**src/rtl/mpmc_pkg.sv**
```systemverilog
`default_nettype none

// =====================================================================
// Sizes shared by the eight-channel memory controller
// =====================================================================

package mpmc_pkg;

	// Channel count and the width of a channel code
	localparam int NUM_CH = 8;
	localparam int CH_BITS = 4;

	// A channel code is wide enough to hold every channel plus the idle code
	typedef logic [CH_BITS-1:0] ch_t;

	// Code placed on the selection when no channel is requesting
	localparam ch_t CH_NONE = 4'd15;

	// Wishbone data, byte address and byte select widths
	localparam int DATA_W = 32;
	localparam int ADR_W = 32;
	localparam int SEL_W = 4;

	// Shared memory depth and its word address width
	// The word address is taken from byte address bits 9 down to 2
	localparam int MEM_WORDS = 256;
	localparam int WADR_W = 8;

	// After this many grants the next arbitration runs in reversed order
	// This keeps high numbered channels from starving under load
	localparam int ELEVATE_EVERY = 8;

endpackage

`default_nettype wire

```
**src/rtl/mpmc_ch_if.sv**
```systemverilog
`timescale 1ns/1ps
`default_nettype none

// =====================================================================
// Request and completion bundle of one channel
// =====================================================================

interface mpmc_ch_if;

	// Request side, owned by the channel front end
	// cs stays high with stable fields until done has been seen
	logic                         cs;
	logic                         we;
	logic [mpmc_pkg::WADR_W-1:0]  wadr;
	logic [mpmc_pkg::DATA_W-1:0]  wdat;
	logic [mpmc_pkg::SEL_W-1:0]   sel;

	// High when the one-word read buffer already holds wadr
	logic                         taghit;

	// Completion side, a one cycle pulse with the read word beside it
	logic                         done;
	logic [mpmc_pkg::DATA_W-1:0]  rdat;

	// Channel front end drives the request and waits for completion
	modport chan (
		output cs, we, wadr, wdat, sel, taghit,
		input  done, rdat
	);

	// Arbitration and memory access only look at the request
	modport exec (
		input cs, we, wadr, wdat, sel, taghit
	);

	// Result stage hands back the completion
	modport res (
		output done, rdat
	);

endinterface

`default_nettype wire

```
**src/rtl/mpmc_ch_decode.sv**
```systemverilog
`timescale 1ns/1ps
`default_nettype none

// =====================================================================
// Wishbone classic slave front end of one channel
// =====================================================================

module mpmc_ch_decode (
	input  wire logic                        clk,
	input  wire logic                        reset,
	input  wire logic                        cyc,
	input  wire logic                        stb,
	input  wire logic                        we,
	input  wire logic [mpmc_pkg::ADR_W-1:0]  adr,
	input  wire logic [mpmc_pkg::DATA_W-1:0] dat_w,
	input  wire logic [mpmc_pkg::SEL_W-1:0]  sel,
	output logic                             ack,
	output logic [mpmc_pkg::DATA_W-1:0]      dat_r,
	input  wire logic                        inv_valid,
	input  wire logic [mpmc_pkg::WADR_W-1:0] inv_wadr,
	mpmc_ch_if.chan                          req
);

	// Latched request, held until the memory stage reports done
	logic                         cs_r;
	logic                         we_r;
	logic [mpmc_pkg::WADR_W-1:0]  wadr_r;
	logic [mpmc_pkg::DATA_W-1:0]  wdat_r;
	logic [mpmc_pkg::SEL_W-1:0]   sel_r;

	// One-word read buffer
	logic                         buf_valid;
	logic [mpmc_pkg::WADR_W-1:0]  buf_tag;
	logic [mpmc_pkg::DATA_W-1:0]  buf_data;

	logic [mpmc_pkg::WADR_W-1:0]  adr_w;
	logic                         inv_here;
	logic                         rd_hit;
	logic                         start;
	logic                         fin;

	// Word address of the incoming cycle
	assign adr_w = adr[mpmc_pkg::WADR_W+1:2];

	// An invalidation arriving this cycle for the same word must not be
	// answered from the buffer, the buffer would hand out the old value
	assign inv_here = inv_valid && (inv_wadr == adr_w);
	assign rd_hit   = buf_valid && (buf_tag == adr_w) && !inv_here;

	// A new cycle is taken only when nothing is pending and the previous
	// ack has gone, since stb is still high during the ack cycle
	assign start = cyc && stb && !cs_r && !ack;
	assign fin   = cs_r && req.done;

	// ================================================================
	// Control state
	// ================================================================

	always_ff @(posedge clk) begin
		if (reset) begin
			cs_r      <= 1'b0;
			ack       <= 1'b0;
			buf_valid <= 1'b0;
		end else begin
			ack <= 1'b0;
			if (start) begin
				// Reads that hit are answered here, all else goes to arbitration
				if (!we && rd_hit)
					ack <= 1'b1;
				else
					cs_r <= 1'b1;
			end
			if (fin) begin
				cs_r <= 1'b0;
				ack  <= 1'b1;
			end
			// Drop the buffer when any channel writes its word
			if (inv_valid && (inv_wadr == buf_tag))
				buf_valid <= 1'b0;
			// Refill on our own read completion
			if (fin && !we_r)
				buf_valid <= 1'b1;
		end
	end

	// ================================================================
	// Payload registers
	// ================================================================

	always_ff @(posedge clk) begin
		if (start) begin
			we_r   <= we;
			wadr_r <= adr_w;
			wdat_r <= dat_w;
			sel_r  <= sel;
		end
		if (start && !we && rd_hit)
			dat_r <= buf_data;
		if (fin && !we_r) begin
			dat_r    <= req.rdat;
			buf_tag  <= wadr_r;
			buf_data <= req.rdat;
		end
	end

	// Request toward the arbiter
	assign req.cs     = cs_r;
	assign req.we     = we_r;
	assign req.wadr   = wadr_r;
	assign req.wdat   = wdat_r;
	assign req.sel    = sel_r;
	assign req.taghit = buf_valid && (buf_tag == wadr_r);

endmodule

`default_nettype wire

```
**src/flat_wrapper.sv**
```systemverilog
// flat-port wrapper written by rule: the top's interface ports become plain ports
module mpmc_ch_decode_flat 
  (clk, reset, cyc, stb, we, adr, dat_w, sel, ack, dat_r, inv_valid, inv_wadr, req_cs, req_we, req_wadr, req_wdat, req_sel, req_taghit, req_done, req_rdat);
  mpmc_ch_if req_i ();
  input  wire logic clk;
  input  wire logic reset;
  input  wire logic cyc;
  input  wire logic stb;
  input  wire logic we;
  input  wire logic [mpmc_pkg::ADR_W-1:0] adr;
  input  wire logic [mpmc_pkg::DATA_W-1:0] dat_w;
  input  wire logic [mpmc_pkg::SEL_W-1:0] sel;
  output logic ack;
  output logic [mpmc_pkg::DATA_W-1:0] dat_r;
  input  wire logic inv_valid;
  input  wire logic [mpmc_pkg::WADR_W-1:0] inv_wadr;
  output wire logic [$bits(req_i.cs)-1:0] req_cs;
  output wire logic [$bits(req_i.we)-1:0] req_we;
  output wire logic [$bits(req_i.wadr)-1:0] req_wadr;
  output wire logic [$bits(req_i.wdat)-1:0] req_wdat;
  output wire logic [$bits(req_i.sel)-1:0] req_sel;
  output wire logic [$bits(req_i.taghit)-1:0] req_taghit;
  input wire logic [$bits(req_i.done)-1:0] req_done;
  input wire logic [$bits(req_i.rdat)-1:0] req_rdat;
  assign req_cs = req_i.cs;
  assign req_we = req_i.we;
  assign req_wadr = req_i.wadr;
  assign req_wdat = req_i.wdat;
  assign req_sel = req_i.sel;
  assign req_taghit = req_i.taghit;
  assign req_i.done = req_done;
  assign req_i.rdat = req_rdat;
  mpmc_ch_decode u_core (.clk(clk), .reset(reset), .cyc(cyc), .stb(stb), .we(we), .adr(adr), .dat_w(dat_w), .sel(sel), .ack(ack), .dat_r(dat_r), .inv_valid(inv_valid), .inv_wadr(inv_wadr), .req(req_i));
endmodule
```
**config.mk**
```make
export PLATFORM = sky130hd
export DESIGN_NAME = mpmc_ch_decode_flat
export DESIGN_NICKNAME = d
export VERILOG_FILES = /design/src/rtl/mpmc_pkg.sv /design/src/rtl/mpmc_ch_if.sv /design/src/rtl/mpmc_ch_decode.sv /design/src/flat_wrapper.sv
export SDC_FILE = /design/constraint.sdc
export NUM_CORES = 1
export LEC_CHECK = 0
export ABC_AREA = 1
export BUFFER_PORTS_ARGS = -buffer_cell sky130_fd_sc_hd__buf_2
export CAP_MARGIN = 10
export CORE_ASPECT_RATIO = 1.1
export CORE_MARGIN = 2
export CORE_UTILIZATION = 45
export DETAILED_ROUTE_END_ITERATION = 8
export GPL_TIMING_DRIVEN = 0
export PLACE_DENSITY = 0.72
export SYNTH_ARGS = -nofsm -noshare
export SYNTH_HDL_FRONTEND = slang
export SYNTH_SLANG_ARGS = --single-unit
export TNS_END_PERCENT = 100
```
**constraint.sdc**
```tcl
create_clock -name clk -period 7.65 [get_ports clk]
set_input_delay 1.53 -clock clk [delete_from_list [all_inputs] [get_ports clk]]
set_output_delay 1.53 -clock clk [all_outputs]
set_load 0.01 [all_outputs]
```
# Word-level counts from Yosys, hierarchy flattened
# Index checks and enable logic that the tools add are counted.
[op_classes] eq_ne=4 n_bitwise=1 n_reduce_logical=22 muxes=7
[op_table] op="$mux W32" count=2
[op_table] op="$eq A8 B8 Y1" count=4
[op_table] op="$logic_and A1 B1 Y1" count=13
[op_table] op="$logic_not A1 Y1" count=5
[op_table] op="$mux W1" count=5
[op_table] op="$reduce_bool A2 Y1" count=2
[op_table] op="$reduce_and A2 Y1" count=1
[op_table] op="$reduce_or A2 Y1" count=1
[op_table] op="$not A1 Y1" count=1
[word_totals] register_bits=120

# Depth between registers and ports, before layout
# Gate-level depths: netlist of the first run.
[depth] ltp_word=8 ltp_mapped=10 mapped_depth_nobuf=10

# Worst setup path before layout of the first run
# Ideal clock, no wire load.
[synth_path] path_kind="input -> register" startpoint="input port cyc" endpoint="register u_core.dat_r[0] (netlist name) (enable)" path_buffers=0 stages=4 t_arrival_ps=5897 path_slack_ps=1363 path_cell_list="nand2_1 -> nor3_1 -> nand3_2 -> nand2_1"
[synth_between] elab_chain_cells=6
[synth_rtl] item="start, declared" line="flat_wrapper.sv:7" text="input wire logic cyc;"
[synth_rtl] item="$logic_and A1 B1 Y1 (3 in series)" line="mpmc_ch_decode.sv:52" text="assign start = cyc && stb && !cs_r && !ack;"
[synth_rtl] item="net u_core.start" line="mpmc_ch_decode.sv:39" text="logic start;"
[synth_rtl] item="$logic_and A1 B1 Y1 (2 in series)" line="mpmc_ch_decode.sv:97" text="if (start && !we && rd_hit)"
[synth_rtl] item="$reduce_bool A2 Y1 (no line)"
[synth_rtl] item="end signal, assigned" line="mpmc_ch_decode.sv:98" text="dat_r <= buf_data;"
[synth_rtl] item="end signal, assigned" line="mpmc_ch_decode.sv:100" text="dat_r <= req.rdat;"
[synth_rtl] item="end, declared" line="mpmc_ch_decode.sv:18" text="output logic [mpmc_pkg::DATA_W-1:0] dat_r,"
# The timed path passes the listed nets, and every way through them passes these cells.
# A chain may end at the register's enable or synchronous reset.

# Worst setup path after layout of the first run
[layout_path] startpoint="register u_core.buf_tag[1] (netlist name)" endpoint="output port req_taghit"
[layout_between] elab_chain_cells=2
[layout_rtl] item="start, declared" line="mpmc_ch_decode.sv:33" text="logic [mpmc_pkg::WADR_W-1:0] buf_tag;"
[layout_rtl] item="start signal, assigned" line="mpmc_ch_decode.sv:101" text="buf_tag <= wadr_r;"
[layout_rtl] item="$eq A8 B8 Y1" line="mpmc_ch_decode.sv:112" text="assign req.taghit = buf_valid && (buf_tag == wadr_r);"
[layout_rtl] item="$logic_and A1 B1 Y1" line="mpmc_ch_decode.sv:112"
[layout_rtl] item="end, declared" line="flat_wrapper.sv:22" text="output wire logic [$bits(req_i.taghit)-1:0] req_taghit;"
# No other way between the ends.

==> flow_metrics.env, run 1 <==
export IMPL_post_cts_setup_buffers=0
export IMPL_cts_clk_slew_worst_paths_ns=0.06
export IMPL_antenna_found_initial=0
export IMPL_cp_startpoint="u_core.buf_tag[1]"
export IMPL_p_leak_nw=2.71
export IMPL_start_util_pct=46.0
export IMPL_powerDensity_mw_per_mm2=266
export IMPL_cts_inserted_buffers=17
export IMPL_grt_remaining_overflow=0
export IMPL_clk_latency_ns=0.52
export IMPL_syn_area_sq_mm=0.00453
export IMPL_vias_per_cell=4.71
export IMPL_gr_usage_all_layers_pct=18.1
export IMPL_cp_data_required_time_ns=6.12
export IMPL_worstPathArrival_ns=1.81
export IMPL_worstHoldEndpoint="u_core.buf_valid"
export IMPL_ant_nets=0
export IMPL_cts_root_buf="clkbuf_8"
export IMPL_fmax_ghz=0.300
export IMPL_core_area_sq_mm=0.00984
export IMPL_synth_top_cell_area_share_pct=77.5
export IMPL_finalPower_mw=1.65
export IMPL_ios=195
export IMPL_rows=38
export IMPL_yosys_warnings=0
export IMPL_grt_max_degree=50
export IMPL_drc=0
export IMPL_gp_congestion=0.815
export IMPL_grt_pass1_vias=3039
export IMPL_r2r_slack_ns=5.30
export IMPL_p_comb_share_pct=5.4
export IMPL_first_pass_iters=4
export IMPL_die_w_um=99.7
export IMPL_synth_simple_area_share_pct=14.7
export IMPL_hold_path_class="reg2reg"
export IMPL_die_h_um=109
export IMPL_path_cells="inv_1 -> o21ai_0 -> nor4_1 -> nand2_1 -> nor2_1 -> buf_2"
export IMPL_period_share_pct=43.6
export IMPL_critPathMaxStageDelay_ns=0.41
export IMPL_area_growth_pct=37.4
export IMPL_drv_slew=0
export IMPL_worst_setup_path_end_kind="output port"
export IMPL_ir_drop_mv=0.148
export IMPL_yosysUniqueCellTypes=21
export IMPL_tightest_slew_ns=1.08
export IMPL_clock_path_buffers=2
export IMPL_hold_violations=0
export IMPL_synthXorXnorAreaFrac_pct=1.74
export IMPL_cts_resized=0
export IMPL_ctsHoldBuffers=0
export IMPL_yosys_area_top_type="edfxtp_1"
export IMPL_dp_hpwl_mm=6.86
export IMPL_whs_path_depth=2
export IMPL_syn_num_nets=459
export IMPL_avgSynthCellArea_sq_um=13.2
export IMPL_relSlewSlack_pct=27.8
export IMPL_reg2reg_depth=8
export IMPL_p_sw_share_pct=20.7
export IMPL_timing_rr_start="u_core.buf_tag[1]"
export IMPL_routedWlPerCell_um=14.3
export IMPL_clock_power_share_pct=49.2
export IMPL_drive_above_1_share_pct=40.1
export IMPL_synth_mux_area_fraction_pct=0
export IMPL_worstHoldStart="u_core.buf_valid"
export IMPL_synth_compound_area_share_pct=1.88
export IMPL_crit_family="simple AND/OR/NAND/NOR gates"
export IMPL_clock_sinks=120
export IMPL_setup_violations_final=0
export IMPL_cts_tree="yes"
export IMPL_drv_cap=0
export IMPL_period_minus_slack_ns=3.34
export IMPL_nNetsFinal=653
export IMPL_p_seq_share_pct=45.4
export IMPL_worstSetupPathType="reg2out"
export IMPL_grt_first_pass_wirelength_mm=14.6
export IMPL_synthTopCellsByArea="edfxtp_1 (78%), nand2_1 (12%), inv_1 (1.9%), xnor2_1 (1.4%), dfxtp_1 (1.3%)"
export IMPL_drt_wl_total_mm=9.59
export IMPL_crit_buf_inv=2
export IMPL_power_switching_mw=0.343
export IMPL_seq_area_frac_synth_pct=78.9
export IMPL_yosys_register_bits=120
export IMPL_antennaDiodeCount=0
export IMPL_reg2reg_to="u_core.dat_r[31]"
export IMPL_rsz0062_at_grt="false"
export IMPL_synthAdderAreaFrac_pct=0
export IMPL_setup_tns_ns=0
export IMPL_outcome="completed"
export IMPL_synth_top_family_by_area="simple AND/OR/NAND/NOR gates"
export IMPL_synth_cells=344
export IMPL_crit_slowest_cell="edfxtp_1"
export IMPL_vias=3163
export IMPL_dieArea_sq_mm=0.0109
export IMPL_port_buffers=170
export IMPL_startpoint_type="flop"
export IMPL_crit_fanout=4
export IMPL_intPower_mw=1.31
export IMPL_finClkSkew_ns=0.00910
export IMPL_htree_levels=4
export IMPL_drt_iter0_drc=139
metal layers:
layer | up-vias | part of all wire, % | global-route usage (%)
met2 | 126 | 49 | 28.8
met3 | 12 | 7.4 | 7.12
li1 | 1557 | - | -
met1 | 1468 | 42 | 22.3
met5 | - | 0 | 0
met4 | 0 | 1.6 | 7.44
worst reg2reg max path, delay by kind of cell (launching register included):
kind	cells	cell delay, ns
simple gates	6	1.26
flops	1	0.41
buf+inv	2	0.36
area by class of cell:
cell class | count | area [sq um]
fillers | 774 | 3620
multi-input cells | 192 | 836
inverters | 26 | 97.6
clock inverters | 15 | 200
well taps | 120 | 150
flip-flops and latches | 120 | 3570
clock buffers | 17 | 414
repair buffers | 175 | 923
plain buffers | 6 | 30.0
layout by cell type, fill, tap and decap left out, types with 3 or more instances in the layout:
| master | count |
|---|---|
| buf_6 | 4 |
| inv_1 | 23 |
| buf_2 | 176 |
| clkinvlp_4 | 3 |
| clkbuf_16 | 16 |
| xnor2_1 | 7 |
| clkinv_4 | 3 |
| edfxtp_1 | 117 |
| bufinv_16 | 4 |
| a21oi_1 | 6 |
| o21ai_0 | 5 |
| nand3_1 | 5 |
| dfxtp_1 | 3 |
| nand2_1 | 143 |
| inv_2 | 3 |
| nor2_1 | 10 |
synthesized netlist by cell type:
cell type	instances
dfxtp_1	3
nor2_4	1
nand2_1	143
nor2_2	2
o22ai_1	2
edfxtp_1	117
a21oi_2	1
nor4_1	1
a22o_1	1
inv_2	3
nor2_1	10
nor3_1	3
nand3_2	1
a21oi_1	6
buf_2	6
xnor2_1	7
nand3_1	5
inv_1	23
nand4_1	2
o21ai_0	5
xor2_1	2
kinds of logic (layout without fill, tap and decap cells):
kind of cell | Yosys count | count (layout)
and+or+nand+nor | 168 | 168
buffers and inverters | 32 | 239
xor gates and xnor gates | 9 | 9
AOI/OAI and AO/OA | 15 | 15
DFF | 120 | 120
power by group through the flow:
stage | sequential [mW] | combinational [mW] | clock, mW
6_report | 0.751 | 0.0889 | 0.815
5_1_grt | 0.752 | 0.0985 | 0.860
4_1_cts | 0.751 | 0.0900 | 0.832
3_5_place_dp | 0.764 | 0.0898 | 0
3_3_place_gp | 0.765 | 0.0828 | 0
2_1_floorplan | 0.772 | 0.0279 | 0
worst max path at each step:
| stage | to | slack, ns | cells past startpoint |
|---|---|---|---|
| floorplan | u_core.dat_r[0] | 1.36 | 4 |
| global placement | u_core.dat_r[1] | -0.50 | 5 |
| detailed placement | u_core.dat_r[2] | 4.19 | 8 |
| CTS | req_taghit | 4.29 | 6 |
| global route | req_taghit | 4.15 | 6 |
| finish | req_taghit | 4.31 | 6 |
sequential cells by signal (all words and copies together), names as in the netlist:
signal / cells
u_core.ack: 1
u_core.buf_valid: 1
u_core.buf_tag: 8
u_core.req.we: 1
u_core.req.sel: 4
u_core.req.wadr: 8
u_core.dat_r: 32
u_core.req.cs: 1
u_core.buf_data: 32
u_core.req.wdat: 32
stage by stage:
step	instance area [sq um]	worst slack, ns	cells	util, %	hold WS (ns)
finish	6220	4.31	671	63.2	0.472
global route	6220	4.15	671	63.2	0.502
CTS	6220	4.29	671	63.2	0.476
detailed placement	5610	4.19	639	57.0	0.458
global placement	5530	-0.503	634	56.2	0.455
floorplan	4530	1.36	344	-	0.433
Note: power is estimated with default switching activity, not from simulation.
==> run 2, diff against run 1 <==
ABC_AREA = 0   (was 1)
PLACE_DENSITY = 0.73   (was 0.72)
clock period = 3.4 ns   (was 7.65 ns; I/O delays follow)
==> run 2 against run 1 <==
Net effect: combinational power grew 99%; die area is 2.1% lower; sequential power increased by 120%; utilization shrank 1.5 points; wire length is 2.6% lower; register-to-register slack worse by 4.6 ns; power grew 110%; largest cell class unchanged.
==> flow_metrics.env, run 2 <==
export IMPL_final_cell_area_sq_mm=0.00602
export IMPL_crit_family="buffers and inverters"
export IMPL_intPower_mw=2.78
export IMPL_yosysUniqueCellTypes=25
export IMPL_syn_num_nets=400
export IMPL_area_growth_pct=35.8
export IMPL_yosys_warnings=0
export IMPL_grt_pass1_vias=3011
export IMPL_p_seq_share_pct=48.0
export IMPL_synth_edff_count=117
export IMPL_ant_nets=0
export IMPL_clk_latency_ns=0.50
export IMPL_routedWlPerCell_um=15.4
export IMPL_crit_buf_inv=2
export IMPL_period_minus_slack_ns=2.65
export IMPL_synthTopCellsByArea="edfxtp_1 (79%), nand2_1 (8.6%), xnor2_1 (4.1%), xor2_1 (2.2%), dfxtp_1 (1.4%)"
export IMPL_p_sw_share_pct=20.5
export IMPL_clock_path_buffers=2
export IMPL_power_switching_mw=0.717
export IMPL_drive_above_1_share_pct=42.6
export IMPL_crit_slowest_cell="inv_2"
export IMPL_p_leak_nw=2.48
export IMPL_mostFrequentLayoutCells="buf_2 (174), edfxtp_1 (117), nand2_1 (102), xnor2_1 (21), clkbuf_16 (16)"
export IMPL_gr_usage_all_layers_pct=18.1
export IMPL_async_reset_ff_share_pct=0
export IMPL_drc=0
export IMPL_seq_area_frac_synth_pct=80.6
export IMPL_cts_resized=0
export IMPL_synth_top_cell_area_share_pct=79.2
export IMPL_grt_max_degree=50
export IMPL_start_util_pct=45.5
export IMPL_powerDensity_mw_per_mm2=582
export IMPL_yosys_register_bits=120
export IMPL_crit_fanout=46
export IMPL_vias=2894
export IMPL_path_cells="nand4bb_1 -> inv_2 -> nand4_1 -> o21ai_4 -> buf_12"
export IMPL_drv_cap=0
export IMPL_dp_hpwl_mm=6.64
export IMPL_ir_drop_mv=0.456
export IMPL_startpoint_type="flop"
export IMPL_clock_power_share_pct=46.9
export IMPL_yosysMostFrequentCell="edfxtp_1"
export IMPL_place_ws_ns=0.382
export IMPL_grt_remaining_overflow=0
export IMPL_avgSynthCellArea_sq_um=15.6
export IMPL_whs_ns=0.349
export IMPL_hold_violations=0
export IMPL_grt_first_pass_wirelength_mm=14.3
export IMPL_p_comb_share_pct=5.1
export IMPL_setup_violations_final=0
export IMPL_final_core_util_pct=61.8
export IMPL_vias_per_cell=4.76
export IMPL_rows=38
export IMPL_synth_flop_cell="edfxtp_1"
export IMPL_drv_slew=0
export IMPL_cts_tree="yes"
export IMPL_r2r_slack_ns=0.75
export IMPL_drt_iter0_drc=82
export IMPL_syn_area_sq_mm=0.00443
export IMPL_die_h_um=108
export IMPL_htree_levels=4
export IMPL_worst_setup_path_end_kind="flop"
export IMPL_synth_commonest_cells="edfxtp_1 (117), nand2_1 (102), xnor2_1 (21)"
export IMPL_placed_area_sq_mm=0.00547
export IMPL_outcome="completed"
export IMPL_tightest_slew_ns=1.09
export IMPL_core_area_sq_mm=0.00975
export IMPL_dieArea_sq_mm=0.0107
export IMPL_period_share_pct=78.0
export IMPL_rsz0062_at_grt="false"
export IMPL_first_pass_iters=4
export IMPL_finClkSkew_ns=0.00758
export IMPL_setup_tns_ns=0
export IMPL_clock_sinks=120
export IMPL_ios=195
export IMPL_worstSetupPathType="reg2reg"
export IMPL_post_cts_setup_buffers=0
export IMPL_relSlewSlack_pct=27.1
export IMPL_antennaDiodeCount=0
export IMPL_port_buffers=170
export IMPL_ctsHoldBuffers=0
export IMPL_worstPathArrival_ns=2.85
export IMPL_antenna_found_initial=0
export IMPL_drt_wl_total_mm=9.34
export IMPL_yosys_area_top_type="edfxtp_1"
export IMPL_postLayoutSetupSlackWorst_ns=0.748
export IMPL_cts_inserted_buffers=17
export IMPL_gp_congestion=0.723
export IMPL_cp_data_required_time_ns=3.60
export IMPL_cts_clk_slew_worst_paths_ns=0.06
export IMPL_cts_root_buf="clkbuf_8"
export IMPL_synth_cells=285
export IMPL_final_common_cell="buf_2"
export IMPL_nNetsFinal=590
export IMPL_die_w_um=98.6
export IMPL_hold_path_class="in2reg"
export IMPL_fmax_ghz=0.377
export IMPL_critPathMaxStageDelay_ns=0.75
-- run 2: metrics by stage --
stage | instances | power (mW)
2_1_floorplan | 285 | 1.78
3_3_place_gp | 575 | 1.88
3_5_place_dp | 576 | 1.89
4_1_cts | 608 | 3.54
5_1_grt | 608 | 3.62
6_report | 608 | 3.50
-- run 2: power groups by stage --
stage | logic [mW] | registers [mW] | clock network, mW
2_1_floorplan | 0.0555 | 1.72 | 0
3_3_place_gp | 0.173 | 1.71 | 0
3_5_place_dp | 0.179 | 1.71 | 0
4_1_cts | 0.180 | 1.68 | 1.68
5_1_grt | 0.196 | 1.68 | 1.74
6_report | 0.177 | 1.68 | 1.64
-- run 2: path summary, 6_finish.rpt --
kind | from | end | cells past startpoint
worst max-delay path | u_core.req.cs | u_core.dat_r[29] | 5
worst min-delay path | sel[2] | u_core.req.sel[2] | 1
worst max register to register | u_core.req.cs | u_core.dat_r[29] | 5
worst min register to register | u_core.buf_valid | u_core.buf_valid | 2
-- run 2: area by class of cell --
type / instances / area [sq um]
plain buffers: 7 / 31.3
clock buffers: 20 / 425
clock inverters: 12 / 129
fillers: 745 / 3730
inverters: 2 / 7.51
multi-input cells: 156 / 833
flip-flops and latches: 120 / 3570
well taps: 120 / 150
repair buffers: 171 / 871
-- run 2: cell families after synthesis --
logic type	share of synthesized area (%)
flip-flops	80.6
AND/OR/NAND/NOR	11.3
buffers and inverters	0.875
AO/OA/AOI/OAI	0.903
XOR/XNOR	6.32
-- run 2: metal layers --
metal / wire, um / global-route usage, % / vias to the layer above
met3: 1040 / 9.31 / 7
met1: 3700 / 20.4 / 1338
met2: 4480 / 29.7 / 154
li1: - / - / 1395
met4: 112 / 6.56 / 0
met5: 0 / 0 / -
